--- config.mk ---
export PLATFORM = sky130hd
export DESIGN_NAME = address_decoder
export DESIGN_NICKNAME = d
export VERILOG_FILES = /design/src/hw/bus_pkg.sv /design/src/hw/address_decoder.sv
export SDC_FILE = /design/constraint.sdc
export NUM_CORES = 1
export LEC_CHECK = 0
export BUFFER_PORTS_ARGS = -buffer_cell sky130_fd_sc_hd__buf_2
export CORE_AREA = 3 3 40 42
export DETAILED_ROUTE_END_ITERATION = 10
export DIE_AREA = 0 0 43 45
export SLEW_MARGIN = 5
export SYNTH_ARGS = -nofsm -noshare
export SYNTH_HDL_FRONTEND = slang
export SYNTH_SLANG_ARGS = --single-unit
--- constraint.sdc ---
create_clock -name vclk -period 3.2
set_input_delay 0.64 -clock vclk [all_inputs]
set_output_delay 0.64 -clock vclk [all_outputs]
set_load 0.02 [all_outputs]
--- src/hw/bus_pkg.sv ---
package bus_pkg;

  typedef enum logic [1:0] {
    st_idle  = 2'b00,
    st_start = 2'b01,
    st_pre   = 2'b10,
    st_post  = 2'b11
  } bus_state_t;

  localparam int master_cpu = 0; // grant bit positions
  localparam int master_vga = 1;

  localparam logic [3:0] cs_none       = 4'd0;
  localparam logic [3:0] cs_vectors    = 4'd1;
  localparam logic [3:0] cs_rom        = 4'd2;
  localparam logic [3:0] cs_ram        = 4'd3;
  localparam logic [3:0] cs_io         = 4'd4;
  localparam logic [3:0] cs_led_matrix = 4'd5;
  localparam logic [3:0] cs_ssram      = 4'd6;

  localparam logic [1:0] map_ram_low = 2'b11; // all other map values use the default layout

  localparam logic [31:0] ram_low_start   = 32'h0000_0000;
  localparam logic [31:0] ram_low_end     = 32'h0000_3fff;
  localparam logic [31:0] ssram_low_start = 32'h0000_4000; // ssram shrinks when ram sits low
  localparam logic [31:0] ssram_start     = 32'h0000_0000;
  localparam logic [31:0] ssram_end       = 32'h000f_ffff;
  localparam logic [31:0] led_start       = 32'h0080_0000;
  localparam logic [31:0] led_end         = 32'h0080_07ff;
  localparam logic [31:0] io_start        = 32'h0080_0800;
  localparam logic [31:0] io_end          = 32'h0080_0fff;
  localparam logic [31:0] ram_high_start  = 32'hffff_8000;
  localparam logic [31:0] ram_high_end    = 32'hffff_bfff;
  localparam logic [31:0] rom_start       = 32'hffff_0000;
  localparam logic [31:0] rom_end         = 32'hffff_ffbf;
  localparam logic [31:0] vec_start       = 32'hffff_ffc0;
  localparam logic [31:0] vec_end         = 32'hffff_ffff;

  localparam logic [3:0] ram_wait_states = 4'd0;
  localparam logic [3:0] io_wait_states  = 4'd2;

  localparam int ram_depth = 256; // words, address bits 9:2
  localparam int io_count  = 4;   // registers, address bits 3:2

endpackage

--- src/hw/address_decoder.sv ---
`timescale 1ns/1ps

module address_decoder import bus_pkg::*; (
  input  logic [31:0] address,
  input  logic [1:0]  map,
  output logic [3:0]  cs_code
);

  function automatic logic in_range(
    input logic [31:0] addr,
    input logic [31:0] first,
    input logic [31:0] last
  );
    return (addr >= first) && (addr <= last);
  endfunction

  // first match wins, ram is checked before the rom window it overlaps
  always_comb begin
    if (map == map_ram_low) begin
      if (in_range(address, ram_low_start, ram_low_end))
        cs_code = cs_ram;
      else if (in_range(address, ssram_low_start, ssram_end))
        cs_code = cs_ssram;
      else if (in_range(address, led_start, led_end))
        cs_code = cs_led_matrix;
      else if (in_range(address, io_start, io_end))
        cs_code = cs_io;
      else if (in_range(address, rom_start, rom_end))
        cs_code = cs_rom;
      else if (in_range(address, vec_start, vec_end))
        cs_code = cs_vectors;
      else
        cs_code = cs_none;
    end else begin
      if (in_range(address, ssram_start, ssram_end))
        cs_code = cs_ssram;
      else if (in_range(address, led_start, led_end))
        cs_code = cs_led_matrix;
      else if (in_range(address, io_start, io_end))
        cs_code = cs_io;
      else if (in_range(address, ram_high_start, ram_high_end))
        cs_code = cs_ram; // inside the rom range
      else if (in_range(address, rom_start, rom_end))
        cs_code = cs_rom;
      else if (in_range(address, vec_start, vec_end))
        cs_code = cs_vectors;
      else
        cs_code = cs_none;
    end
  end

endmodule

After elaboration in Yosys (flattened, before gate mapping)
Index checks and enable logic that the tools add are counted.
Word-level totals
  register bits after elaboration: 0
  logic and storage cells: 34
  output and inout port bits: 4
Operators by class
  multiplexer cells: 11
  eq/ne operators: 1
  $lt $le $gt $ge: 14
  reduce and logical (&&, ||, !) cells: 8
Operators with widths (count)
  32-bit greater-or-equal comparator (second input constant): 3
  32-bit less-or-equal comparator (second input constant): 3
  32-bit by 24-bit greater-or-equal comparator with 1-bit output (second input constant): 2
  32-bit by 24-bit less-or-equal comparator with 1-bit output (second input constant): 2
  32-bit by 1-bit greater-or-equal comparator with 1-bit output (second input constant): 1
  32-bit by 15-bit greater-or-equal comparator with 1-bit output (second input constant): 1
  32-bit by 14-bit less-or-equal comparator with 1-bit output (second input constant): 1
  32-bit by 20-bit less-or-equal comparator with 1-bit output (second input constant): 1
  4-bit 2-to-1 mux: 5
  3-bit 2-to-1 mux: 4
  1-bit logical AND: 8
  2-bit equality test (second input constant): 1
  2-bit 2-to-1 mux: 1
  1-bit 2-to-1 mux: 1

Logic depth before layout (Yosys ltp)
  depth in word-level cells: 9
  gate-level depth with buffers: 4

Worst setup path after synthesis
Ideal clock, no wire load.
  path type: in2out
  from: input port address[27]
  to: output port cs_code[0]
  arrival time: 2.236 ns
  path slack: 0.324 ns
  stages on the path: 4
  buffers on the path: 0
  path through: or4_4 or4b_4 or3_1 o311ai_1
On the way
  longest elaborated chain between the ends: 9
  elaborated cells on any way between the ends: 33
  classes of those cells: order compare (14); mux (11); reduce/logical (8)
Ends and longest elaborated chain
  start: declaration: RTL line address_decoder.sv:4  | input logic [31:0] address,
  32-bit greater-or-equal comparator or 32-bit less-or-equal comparator (tied branches): RTL line address_decoder.sv:14  | return (addr >= first) && (addr <= last);
  1-bit logical AND: RTL line address_decoder.sv:14
  1-bit 2-to-1 mux: RTL line address_decoder.sv:30, address_decoder.sv:45
  2-bit 2-to-1 mux: RTL line address_decoder.sv:28, address_decoder.sv:43
  4-bit 2-to-1 mux or 3-bit 2-to-1 mux (tied branches): RTL line address_decoder.sv:41, address_decoder.sv:26
  4-bit 2-to-1 mux or 3-bit 2-to-1 mux (tied branches): RTL line address_decoder.sv:39, address_decoder.sv:24
  4-bit 2-to-1 mux or 3-bit 2-to-1 mux (tied branches): RTL line address_decoder.sv:37, address_decoder.sv:22
  4-bit 2-to-1 mux or 3-bit 2-to-1 mux (tied branches): RTL line address_decoder.sv:35, address_decoder.sv:20
  4-bit 2-to-1 mux *: RTL line address_decoder.sv:19  | if (map == map_ram_low) begin
  end: declaration: RTL line address_decoder.sv:6  | output logic [3:0] cs_code
Every way passes the cells marked *; elsewhere a longest branch is shown, timed or not.

Worst setup path after layout
Same ends and word-level chain as after synthesis.

==> metrics.csv <==
stage;metric;value;unit
power_and_ir_drop;maximum vdd ir drop;0.0273;mV
global_routing;initial antenna violation count;0;
detailed_routing;drt wl/cell;10.3;um
synthesis;Post-Syn Area per Cell;6.37;um^2
run_status;status;finished clean;
place;gpl congestion;0.740;
detailed_routing;routed wire length;790;um
finish;proportion of layout cells with a drive suffix above 1;56.5;%
floorplanning;Rows;13;
power_and_ir_drop;Power per Cell Area;76.3;nW/um^2
timing;RSZ-0062 raised after global routing;no;
synthesis;dominant cells by area after synthesis;nand4_1 (18%), nor3_1 (7.4%), nand2_1 (7.4%);
synthesis;Ys Warns;0;
finish;Sequential Area;0;um^2
timing;final worst path period need;3.10;ns
finish;sequential cell count;0;
timing;Max Slew Vio Count;0;
hold_path;Hold Crit Class;in -> out;
worst_setup_path;CP max FO;3;
place;Port-buffer cells;31;
timing;hold slack;1.63;ns
global_routing;total grt overflow;0;
synthesis;cell taking the most area after synthesis;nand4_1;
finish;non-filler instance count after layout;77;
worst_setup_path;type of the worst setup path;in -> out;
synthesis;Post-Synthesis Cells;32;
finish;Ant. Diodes;0;
clock_network;post_cts resized;0;
finish;synthesis-to-layout area growth;81.6;%
global_routing;Overall Global Routing Usage;8.87;%
worst_setup_path;Worst Path Arrival;2.46;ns
floorplanning;Ports;38;
power_and_ir_drop;Static Leakage;0.175;nW
detailed_routing;vias per cell;4.82;
synthesis;unique cell type count in the Yosys netlist;19;
detailed_routing;antenna-violating nets left;0;
global_routing;first-pass GRT wire length;1.44;mm
detailed_routing;Pre-Repair DR Iteration Count;2;
finish;Finished Core Util;28.8;%
detailed_routing;Iter 0 DRT Violations;2;
synthesis;Mapped Nets;66;
global_routing;number of global-route vias before repair;353;
hold_path;Worst Hold Depth;3;
floorplanning;Std-Cell Core Area;1280;um^2
worst_setup_path;CP Capture Type;primary output;
timing;Final Cycle Share;96.7;%
detailed_routing;DR vias;371;
place;Place WS;0.0852;ns
timing;Sum Neg Setup Slack;0;ns
worst_setup_path;Worst Path Required;2.56;ns
timing;Final Hold Viols;0;
timing;worst setup margin;0.104;ns
finish;# nets final;98;
clock_network;post-CTS setup buffer count;0;
global_routing;largest net degree at the start of global routing;6;
synthesis;Post-synth top cells;nand4_1 (6), nand2_1 (4), nor3_1 (3);
synthesis;Synth top area share;18.4;%
floorplanning;Die H;45;um
synthesis;mapped cell area;204;um^2
flow_run;total of max-cap violations;0;
floorplanning;initial core utilization;15.9;%
floorplanning;Die Width;43;um
hold_path;hold wc startpoint;address[23];
synthesis;sequential fraction of the synthesis area;0;%
timing;# setup viols final;0;
place;Post-Place Cells;77;
finish;clkbuf count;0;
clock_network;cts hold-fix bufs;0;
floorplanning;total die area;1940;um^2
hold_path;hold endpoint;cs_code[2];
worst_setup_path;Worst Setup Start Kind;input port;
detailed_routing;DRC viols;0;
synthesis;count leader, synth;nand4_1;
timing;fmax;323;MHz
[per-stage QoR]
step           area [um^2]  total power, mW
2_1_floorplan          204          0.00742
3_3_place_gp           370           0.0281
3_5_place_dp           370           0.0285
4_1_cts                370           0.0286
5_1_grt                370           0.0328
6_report               370           0.0283
[cell type report]
type / instances / area, um^2
Fill cell: 148 / 915
Multi-Input combinational cell: 31 / 196
Timing Repair Buffer: 31 / 155
Tap cell: 15 / 18.8
[critical path, cell delays in order]
cell and delay, ns:
buf_2 0.11, or4_4 0.53, or4b_4 0.53, or3_1 0.35, o311ai_1 0.09, buf_2 0.21
[kinds of logic after synthesis]
family	synth area share [%]
buffers and inverters	3.68
AND/OR/NAND/NOR	80.4
other	1.84
AO/OA/AOI/OAI	14.1
[power by group]
part           internal [mW]  total [mW]  switching, mW
Sequential                 0           0              0
Clock                      0           0              0
Combinational         0.0156      0.0283         0.0127
Total                 0.0156      0.0283         0.0127
[how the worst max path moves through the flow]
| stage | from | end | slack, ns | cells past startpoint |
|---|---|---|---|---|
| after floorplan | address[27] | cs_code[0] | 0.32 | 4 |
| after global placement | address[27] | cs_code[0] | 0.10 | 6 |
| after detailed placement | address[27] | cs_code[0] | 0.09 | 6 |
| after CTS | address[27] | cs_code[0] | 0.09 | 6 |
| after global routing | address[27] | cs_code[0] | 0.03 | 6 |
| final | address[27] | cs_code[0] | 0.10 | 6 |
[layer usage]
| layer | track usage (%) | vias up | part of all wire, % |
|---|---|---|---|
| met5 | 0 | - | 0 |
| met4 | 0 | 0 | 0 |
| met3 | 0.797 | 0 | 13 |
| met2 | 15.0 | 22 | 42 |
| met1 | 13.1 | 156 | 45 |
| li1 | - | 193 | - |
[cells in the final DEF (no fill, tap or decap)]
cell type and count:
nor4_1 2, a211oi_1 1, o311ai_1 1, or4b_2 1
or4b_4 1, conb_1 1, nand2_1 4, or4_4 1
o21ai_0 1, or4_1 2, and3b_1 1, nand4_1 6
buf_2 31, or2_2 1, or3_1 1, nor3_1 3
nand3_1 1, nor2_1 2, o21bai_1 1
Power figures use the tool's default switching activity.
