[src/hw/bus_pkg.sv]
package bus_pkg;

  typedef enum logic [1:0] {
    st_idle  = 2'b00,
    st_start = 2'b01,
    st_pre   = 2'b10,
    st_post  = 2'b11
  } bus_state_t;

  localparam int master_cpu = 0; // grant bit positions
  localparam int master_vga = 1;

  localparam logic [3:0] cs_none       = 4'd0;
  localparam logic [3:0] cs_vectors    = 4'd1;
  localparam logic [3:0] cs_rom        = 4'd2;
  localparam logic [3:0] cs_ram        = 4'd3;
  localparam logic [3:0] cs_io         = 4'd4;
  localparam logic [3:0] cs_led_matrix = 4'd5;
  localparam logic [3:0] cs_ssram      = 4'd6;

  localparam logic [1:0] map_ram_low = 2'b11; // all other map values use the default layout

  localparam logic [31:0] ram_low_start   = 32'h0000_0000;
  localparam logic [31:0] ram_low_end     = 32'h0000_3fff;
  localparam logic [31:0] ssram_low_start = 32'h0000_4000; // ssram shrinks when ram sits low
  localparam logic [31:0] ssram_start     = 32'h0000_0000;
  localparam logic [31:0] ssram_end       = 32'h000f_ffff;
  localparam logic [31:0] led_start       = 32'h0080_0000;
  localparam logic [31:0] led_end         = 32'h0080_07ff;
  localparam logic [31:0] io_start        = 32'h0080_0800;
  localparam logic [31:0] io_end          = 32'h0080_0fff;
  localparam logic [31:0] ram_high_start  = 32'hffff_8000;
  localparam logic [31:0] ram_high_end    = 32'hffff_bfff;
  localparam logic [31:0] rom_start       = 32'hffff_0000;
  localparam logic [31:0] rom_end         = 32'hffff_ffbf;
  localparam logic [31:0] vec_start       = 32'hffff_ffc0;
  localparam logic [31:0] vec_end         = 32'hffff_ffff;

  localparam logic [3:0] ram_wait_states = 4'd0;
  localparam logic [3:0] io_wait_states  = 4'd2;

  localparam int ram_depth = 256; // words, address bits 9:2
  localparam int io_count  = 4;   // registers, address bits 3:2

endpackage

[src/hw/bus_controller.sv]
`timescale 1ns/1ps

module bus_controller import bus_pkg::*; (
  input  logic        clock,
  input  logic        reset_n,
  input  logic [31:0] cpu_address,
  input  logic [31:0] vga_address,
  input  logic        cpu_read,
  input  logic        vga_read,
  input  logic        cpu_write,
  input  logic [3:0]  cpu_be,
  input  logic [31:0] cpu_writedata,
  input  logic [3:0]  cs_code,
  output logic [31:0] address,
  output logic        read,
  output logic        write,
  output logic        start,
  output logic        cpu_wait,
  output logic        vga_wait,
  output logic [3:0]  be,
  output logic [31:0] writedata,
  output logic [3:0]  chipselect
);

  bus_state_t  state, state_next;
  logic [1:0]  grant, grant_next; // one-hot
  logic [3:0]  delay, delay_next;
  logic [3:0]  wait_count;
  logic        cpu_req;
  logic        granted_req;

  assign cpu_req = cpu_read | cpu_write;

  // request of whichever master holds the bus
  assign granted_req = (grant[master_cpu] & cpu_req) |
                       (grant[master_vga] & vga_read);

  // per-region wait states, others run at zero
  always_comb begin
    case (cs_code)
      cs_ram:  wait_count = ram_wait_states;
      cs_io:   wait_count = io_wait_states;
      default: wait_count = 4'd0;
    endcase
  end

  always_ff @(posedge clock or negedge reset_n) begin
    if (!reset_n) begin
      state <= st_idle;
      grant <= 2'b00;
      delay <= 4'd0;
    end else begin
      state <= state_next;
      grant <= grant_next;
      delay <= delay_next;
    end
  end

  always_comb begin
    state_next = state;
    grant_next = grant;
    delay_next = delay;
    case (state)
      st_idle: begin
        if (cpu_req) begin // cpu has priority
          state_next = st_start;
          grant_next[master_cpu] = 1'b1;
        end else if (vga_read) begin
          state_next = st_start;
          grant_next[master_vga] = 1'b1;
        end
      end
      st_start: begin
        if (granted_req) begin
          state_next = st_pre;
          delay_next = wait_count;
        end else begin
          state_next = st_idle;
          grant_next = 2'b00;
        end
      end
      st_pre: begin
        if (!granted_req) begin // master withdrew, abort
          state_next = st_idle;
          grant_next = 2'b00;
          delay_next = 4'd0;
        end else if (delay == 4'd0) begin
          state_next = st_post;
        end else begin
          delay_next = delay - 4'd1;
        end
      end
      st_post: begin
        if (!granted_req) begin
          state_next = st_idle;
          grant_next = 2'b00;
        end
      end
      default: begin
        state_next = st_idle;
        grant_next = 2'b00;
      end
    endcase
  end

  assign address   = grant[master_cpu] ? cpu_address :
                     grant[master_vga] ? vga_address : 32'h0;
  assign read      = grant[master_cpu] ? cpu_read :
                     grant[master_vga] ? vga_read : 1'b0;
  assign write     = grant[master_cpu] ? cpu_write : 1'b0; // vga never writes
  assign be        = grant[master_cpu] ? cpu_be :
                     grant[master_vga] ? 4'hf : 4'h0;
  assign writedata = grant[master_cpu] ? cpu_writedata : 32'h0;

  assign chipselect = (state == st_idle) ? cs_none : cs_code;
  assign start      = (state == st_start);

  assign cpu_wait = !(grant[master_cpu] && state == st_post);
  assign vga_wait = !(grant[master_vga] && state == st_post);

endmodule

[config.mk]
export PLATFORM = sky130hd
export DESIGN_NAME = bus_controller
export DESIGN_NICKNAME = d
export VERILOG_FILES = /design/src/hw/bus_pkg.sv /design/src/hw/bus_controller.sv
export SDC_FILE = /design/constraint.sdc
export NUM_CORES = 1
export LEC_CHECK = 0
export BUFFER_PORTS_ARGS = -buffer_cell sky130_fd_sc_hd__buf_2
export CORE_MARGIN = 8
export CORE_UTILIZATION = 26
export DETAILED_ROUTE_END_ITERATION = 7
export PLACE_DENSITY = 0.76
export SYNTH_ARGS = -nofsm -noshare
export SYNTH_HDL_FRONTEND = slang
export SYNTH_SLANG_ARGS = --single-unit
export TNS_END_PERCENT = 20
[constraint.sdc]
create_clock -name clock -period 3 [get_ports clock]
set_clock_uncertainty 0.05 [all_clocks]
set_input_delay 0.6 -clock clock [delete_from_list [all_inputs] [get_ports clock]]
set_output_delay 0.6 -clock clock [all_outputs]
set_load 0.005 [all_outputs]
Yosys cells after proc, flatten, opt, wreduce, memory -nomap -nowiden
Cells that the tools add are included.
Word-level totals
  memories: 0
  bits in latches: 0
  register bits: 8
  ROM bits: 0
  memory bits (writable): 0
  logic and storage cells: 59
Cells by class
  add/sub/neg operators: 1
  magnitude comparators: 0
  multiply operators: 0
  muxes and demuxes: 25
  divide/modulo/power cells: 0
  shift-type cells: 0
  reduce and logical (&&, ||, !) cells: 12
  bitwise gates (word level): 4
  equal/unequal tests: 13
Operators with widths (count)
  32-bit two-way mux: 3
  4-bit two-way mux: 6
  2-bit two-way mux: 7
  2-bit != test, second input constant: 5
  3-bit != test, second input constant: 3
  3-bit AND reduction: 3
  2-bit one-hot mux with 4 select lines: 1
  4-bit one-hot mux with 2 select lines: 1
  1-bit two-way mux: 6
  2-bit equality test, second input constant: 2
  4-bit by 3-bit equality test with 1-bit output, second input constant: 1
  4-bit logical NOT: 1
  2-bit one-hot mux with 2 select lines: 1
  4-bit by 1-bit subtractor with 4-bit output, second input constant: 1
  3-bit OR reduction: 1
  1-bit AND: 2
  2-bit by 1-bit equality test with 1-bit output, second input constant: 1
  1-bit logical AND: 2
  1-bit logical NOT: 2
  2-bit logical NOT: 1
  2-bit by 1-bit != test with 1-bit output, second input constant: 1
  1-bit bitwise OR: 2
  2-bit AND reduction: 1
  2-bit nonzero test: 1

Logic depth before layout (Yosys ltp)
  word-level depth: 5
  mapped depth: 7

Least setup slack after synthesis
No wires, ideal clock.
  kind: reg2out
  start: register grant[0]
  end: output address[12]
  data required time: 2.350 ns
  setup slack: 1.316 ns
  stages on the path, launching flop included: 4
  buffers on the path: 2
  arrival time: 1.034 ns
  path through: dfrtp_1 buf_2 buf_1 a22o_1
Between the ends
  cells in the longest elaborated chain, start to end: 1
Ends and longest elaborated chain
  start, declared: RTL line bus_controller.sv:26  | logic [1:0] grant, grant_next;
  start signal, assigned: RTL line bus_controller.sv:54  | grant <= grant_next;
  32-bit two-way mux: RTL line bus_controller.sv:106  | assign address = grant[master_cpu] ? cpu_address :
  end, declared: RTL line bus_controller.sv:14  | output logic [31:0] address,
No other way between the ends.

Worst setup path after layout
  start: register grant[0]
  end: output address[24]
Same word-level chain as after synthesis.

==> results.yml <==
run_status:
  status: "completed"
synth:
  synth_area_sq_um: 1180
  synth_simple_gate_area_frac: 0.290
  synth-adder-area-share: 0.0528
  synthCells: 148
  synth_edf_count: 0
  yosysTopAreaCell: "a22o_1"
  ys_seq_elements: 8
  synthArstFlopShare: 1.00
  yosysSeqAreaShare: 0.169
  ys_warn_count: 0
  muxShareOfSynthArea: 0.0211
  synthesis.nets: 262
  yosys-top-cells-area: "a22o_1 25%, and2_1 17%, dfrtp_1 17%, ha_1 5.3%, nor2b_1 4.2%"
  synth_top_family_by_area: "compound AO/OA/AOI/OAI gates"
  synthXorXnorAreaFrac: 0.00739
  synth_top_flop_cell: "dfrtp_1"
  synth_compound_gate_area_share: 0.378
  yosysUniqueCellTypes: 34
  syn_area_per_cell_sq_um: 8.01
  synth_top_area_frac: 0.251
placed_design:
  dp_cells: 376
  dpl_cell_area_sq_um: 2140
  hpwl_um: 5410
  gp_congestion: 0.850
  post-place-ws_ns: 1.03
  io_buffer_count: 185
timing:
  finalHoldViolCount: 0
  rsz0062_at_grt: "false"
  slew_headroom: 0.750
  finalMaxSlewViolations: 0
  fmax_ghz: 0.466
  holdWs_ns: 0.150
  tightest_slew_ns: 0.373
  setup_violations: 0
  tns_ns: 0
  finalCritPeriodShare: 0.716
  layout_min_cycle_time_ns: 2.15
  finalWorstSetupSlack_ns: 0.852
clock_tree:
  cts_tree: "yes"
  clkLatencyLatePin_ns: 0.24
  cts_setup_buffers: 0
  htreeDepth: 1
  cts_made_buffers: 3
  postCtsHoldBufs: 0
  clock-root-buffer: "clkbuf_8"
  clockBufferDepth: 2
  cts_resized: 0
  cts.sinks: 8
  cts.clk_slew.worst_paths_ns: 0.05
cells_and_area:
  post-route-util: 0.499
  design_area_sq_um: 2190
  layout_common_cells: "185 x buf_2, 34 x a22o_1, 32 x and2_1"
  syn_to_final_growth_pct: 84.7
  fin_cells: 380
  final_common_cell: "buf_2"
  n_antenna_cell: 0
  layout.nets: 443
  drive_gt1_frac: 0.616
global_route:
  grt_pass1_wl_um: 9630
  grt_max_degree: 35
  grt_pass1_vias: 1728
  antenna_found_initial: 0
  grt-ovfl-total: 0
  grt_use_total: 0.164
drt:
  wirelength_um: 6310
  drtAntennaViolNets: 0
  drt_iter0_drc: 66
  vias: 1759
  dr.pass1.iters: 4
  avgViaCountPerCell: 4.63
  drc: 0
  wire_per_inst_um: 16.6
floorplanning:
  initial_utilization: 0.270
  die_x_um: 83.5
  die_h_um: 83.5
  core_sq_um: 4380
  rows: 24
  dieArea_sq_um: 6970
  ioPinCount: 186
critical_path:
  cp.required_ns: 2.35
  crit_path_max_fanout: 23
  reg2reg_slack_ns: 1.03
  start_kind: "flip-flop"
  r2r_cells: 5
  arrival_ns: 1.50
  r2r-start: "grant[0]$_DFFE_PN0P_"
  end_kind: "output pin"
  path_class: "flip-flop to output pin"
  rr_endpoint: "delay[1]$_DFFE_PN0P_"
job:
  cap_violations: 0
power_and_ir_drop:
  p_total_mw: 1.50
  peakVddDrop_mv: 0.303
  pwr_density_cell_nw_per_um2: 686
  p_leak_nw: 1.30
worst_hold_path:
  hold_path.class: "input port to asynchronous set/reset pin"
-- cell families (layout without fill, tap and decap cells) --
logic type,after synthesis,count (layout)
AND/OR/NAND/NOR,58,58
XOR/XNOR,1,1
adder cells (fa/ha/maj),5,5
buffers and inverters,21,201
multiplexers,2,2
flip-flops,8,8
AO/OA/AOI/OAI,53,53
-- area by class of cell --
| cell class | instances | area (sq um) |
|---|---|---|
| timing repair buffer | 189 | 956 |
| multi-input combinational | 119 | 891 |
| tap | 52 | 65.1 |
| fill | 427 | 2200 |
| clock buffer | 4 | 45.0 |
| inverter | 8 | 30.0 |
| sequential | 8 | 201 |
-- worst max path at each step --
stage | cells past startpoint | slack (ns) | start | endpoint
2_1_floorplan | 3 | 1.32 | grant[0]$_DFFE_PN0P_ | address[12]
3_3_place_gp | 5 | 1.08 | grant[0]$_DFFE_PN0P_ | delay[1]$_DFFE_PN0P_
3_5_place_dp | 5 | 1.03 | grant[0]$_DFFE_PN0P_ | delay[1]$_DFFE_PN0P_
4_1_cts | 4 | 0.83 | grant[0]$_DFFE_PN0P_ | address[24]
5_1_grt | 4 | 0.71 | grant[0]$_DFFE_PN0P_ | address[25]
6_report | 4 | 0.85 | grant[0]$_DFFE_PN0P_ | address[24]
-- routing by layer --
layer	GRT usage	vias to the layer above	part of all wire
met5	0	-	0
met4	0.0361	0	0.012
met1	0.175	767	0.38
li1	-	889	-
met2	0.310	94	0.53
met3	0.0420	9	0.085
-- power by group --
part | switching [mW] | leakage, nW | internal (mW) | total [mW]
clock | 0.0500 | 0.0228 | 0.0927 | 0.143
combinational | 0.549 | 1.17 | 0.594 | 1.14
sequential | 0.0674 | 0.100 | 0.147 | 0.215
-- critical path: stages (launching register included) --
cell and delay, ns:
dfrtp_2 0.54, nor2b_2 0.17, buf_4 0.25, a22o_1 0.18, buf_2 0.11
-- synthesized netlist by cell type (3+ instances only) --
cell type and instances:
nand2_1 10, and2_1 32, a21o_1 4, buf_2 8
ha_1 5, inv_1 8, nor2b_1 8, clkbuf_1 3
a22o_1 34, dfrtp_1 8, o21ai_0 5
-- flip-flops by register name (all words and copies together) (netlist names) --
signal	count
state	2
grant	2
delay	4
No activity file was read; power rests on OpenSTA's default activity.
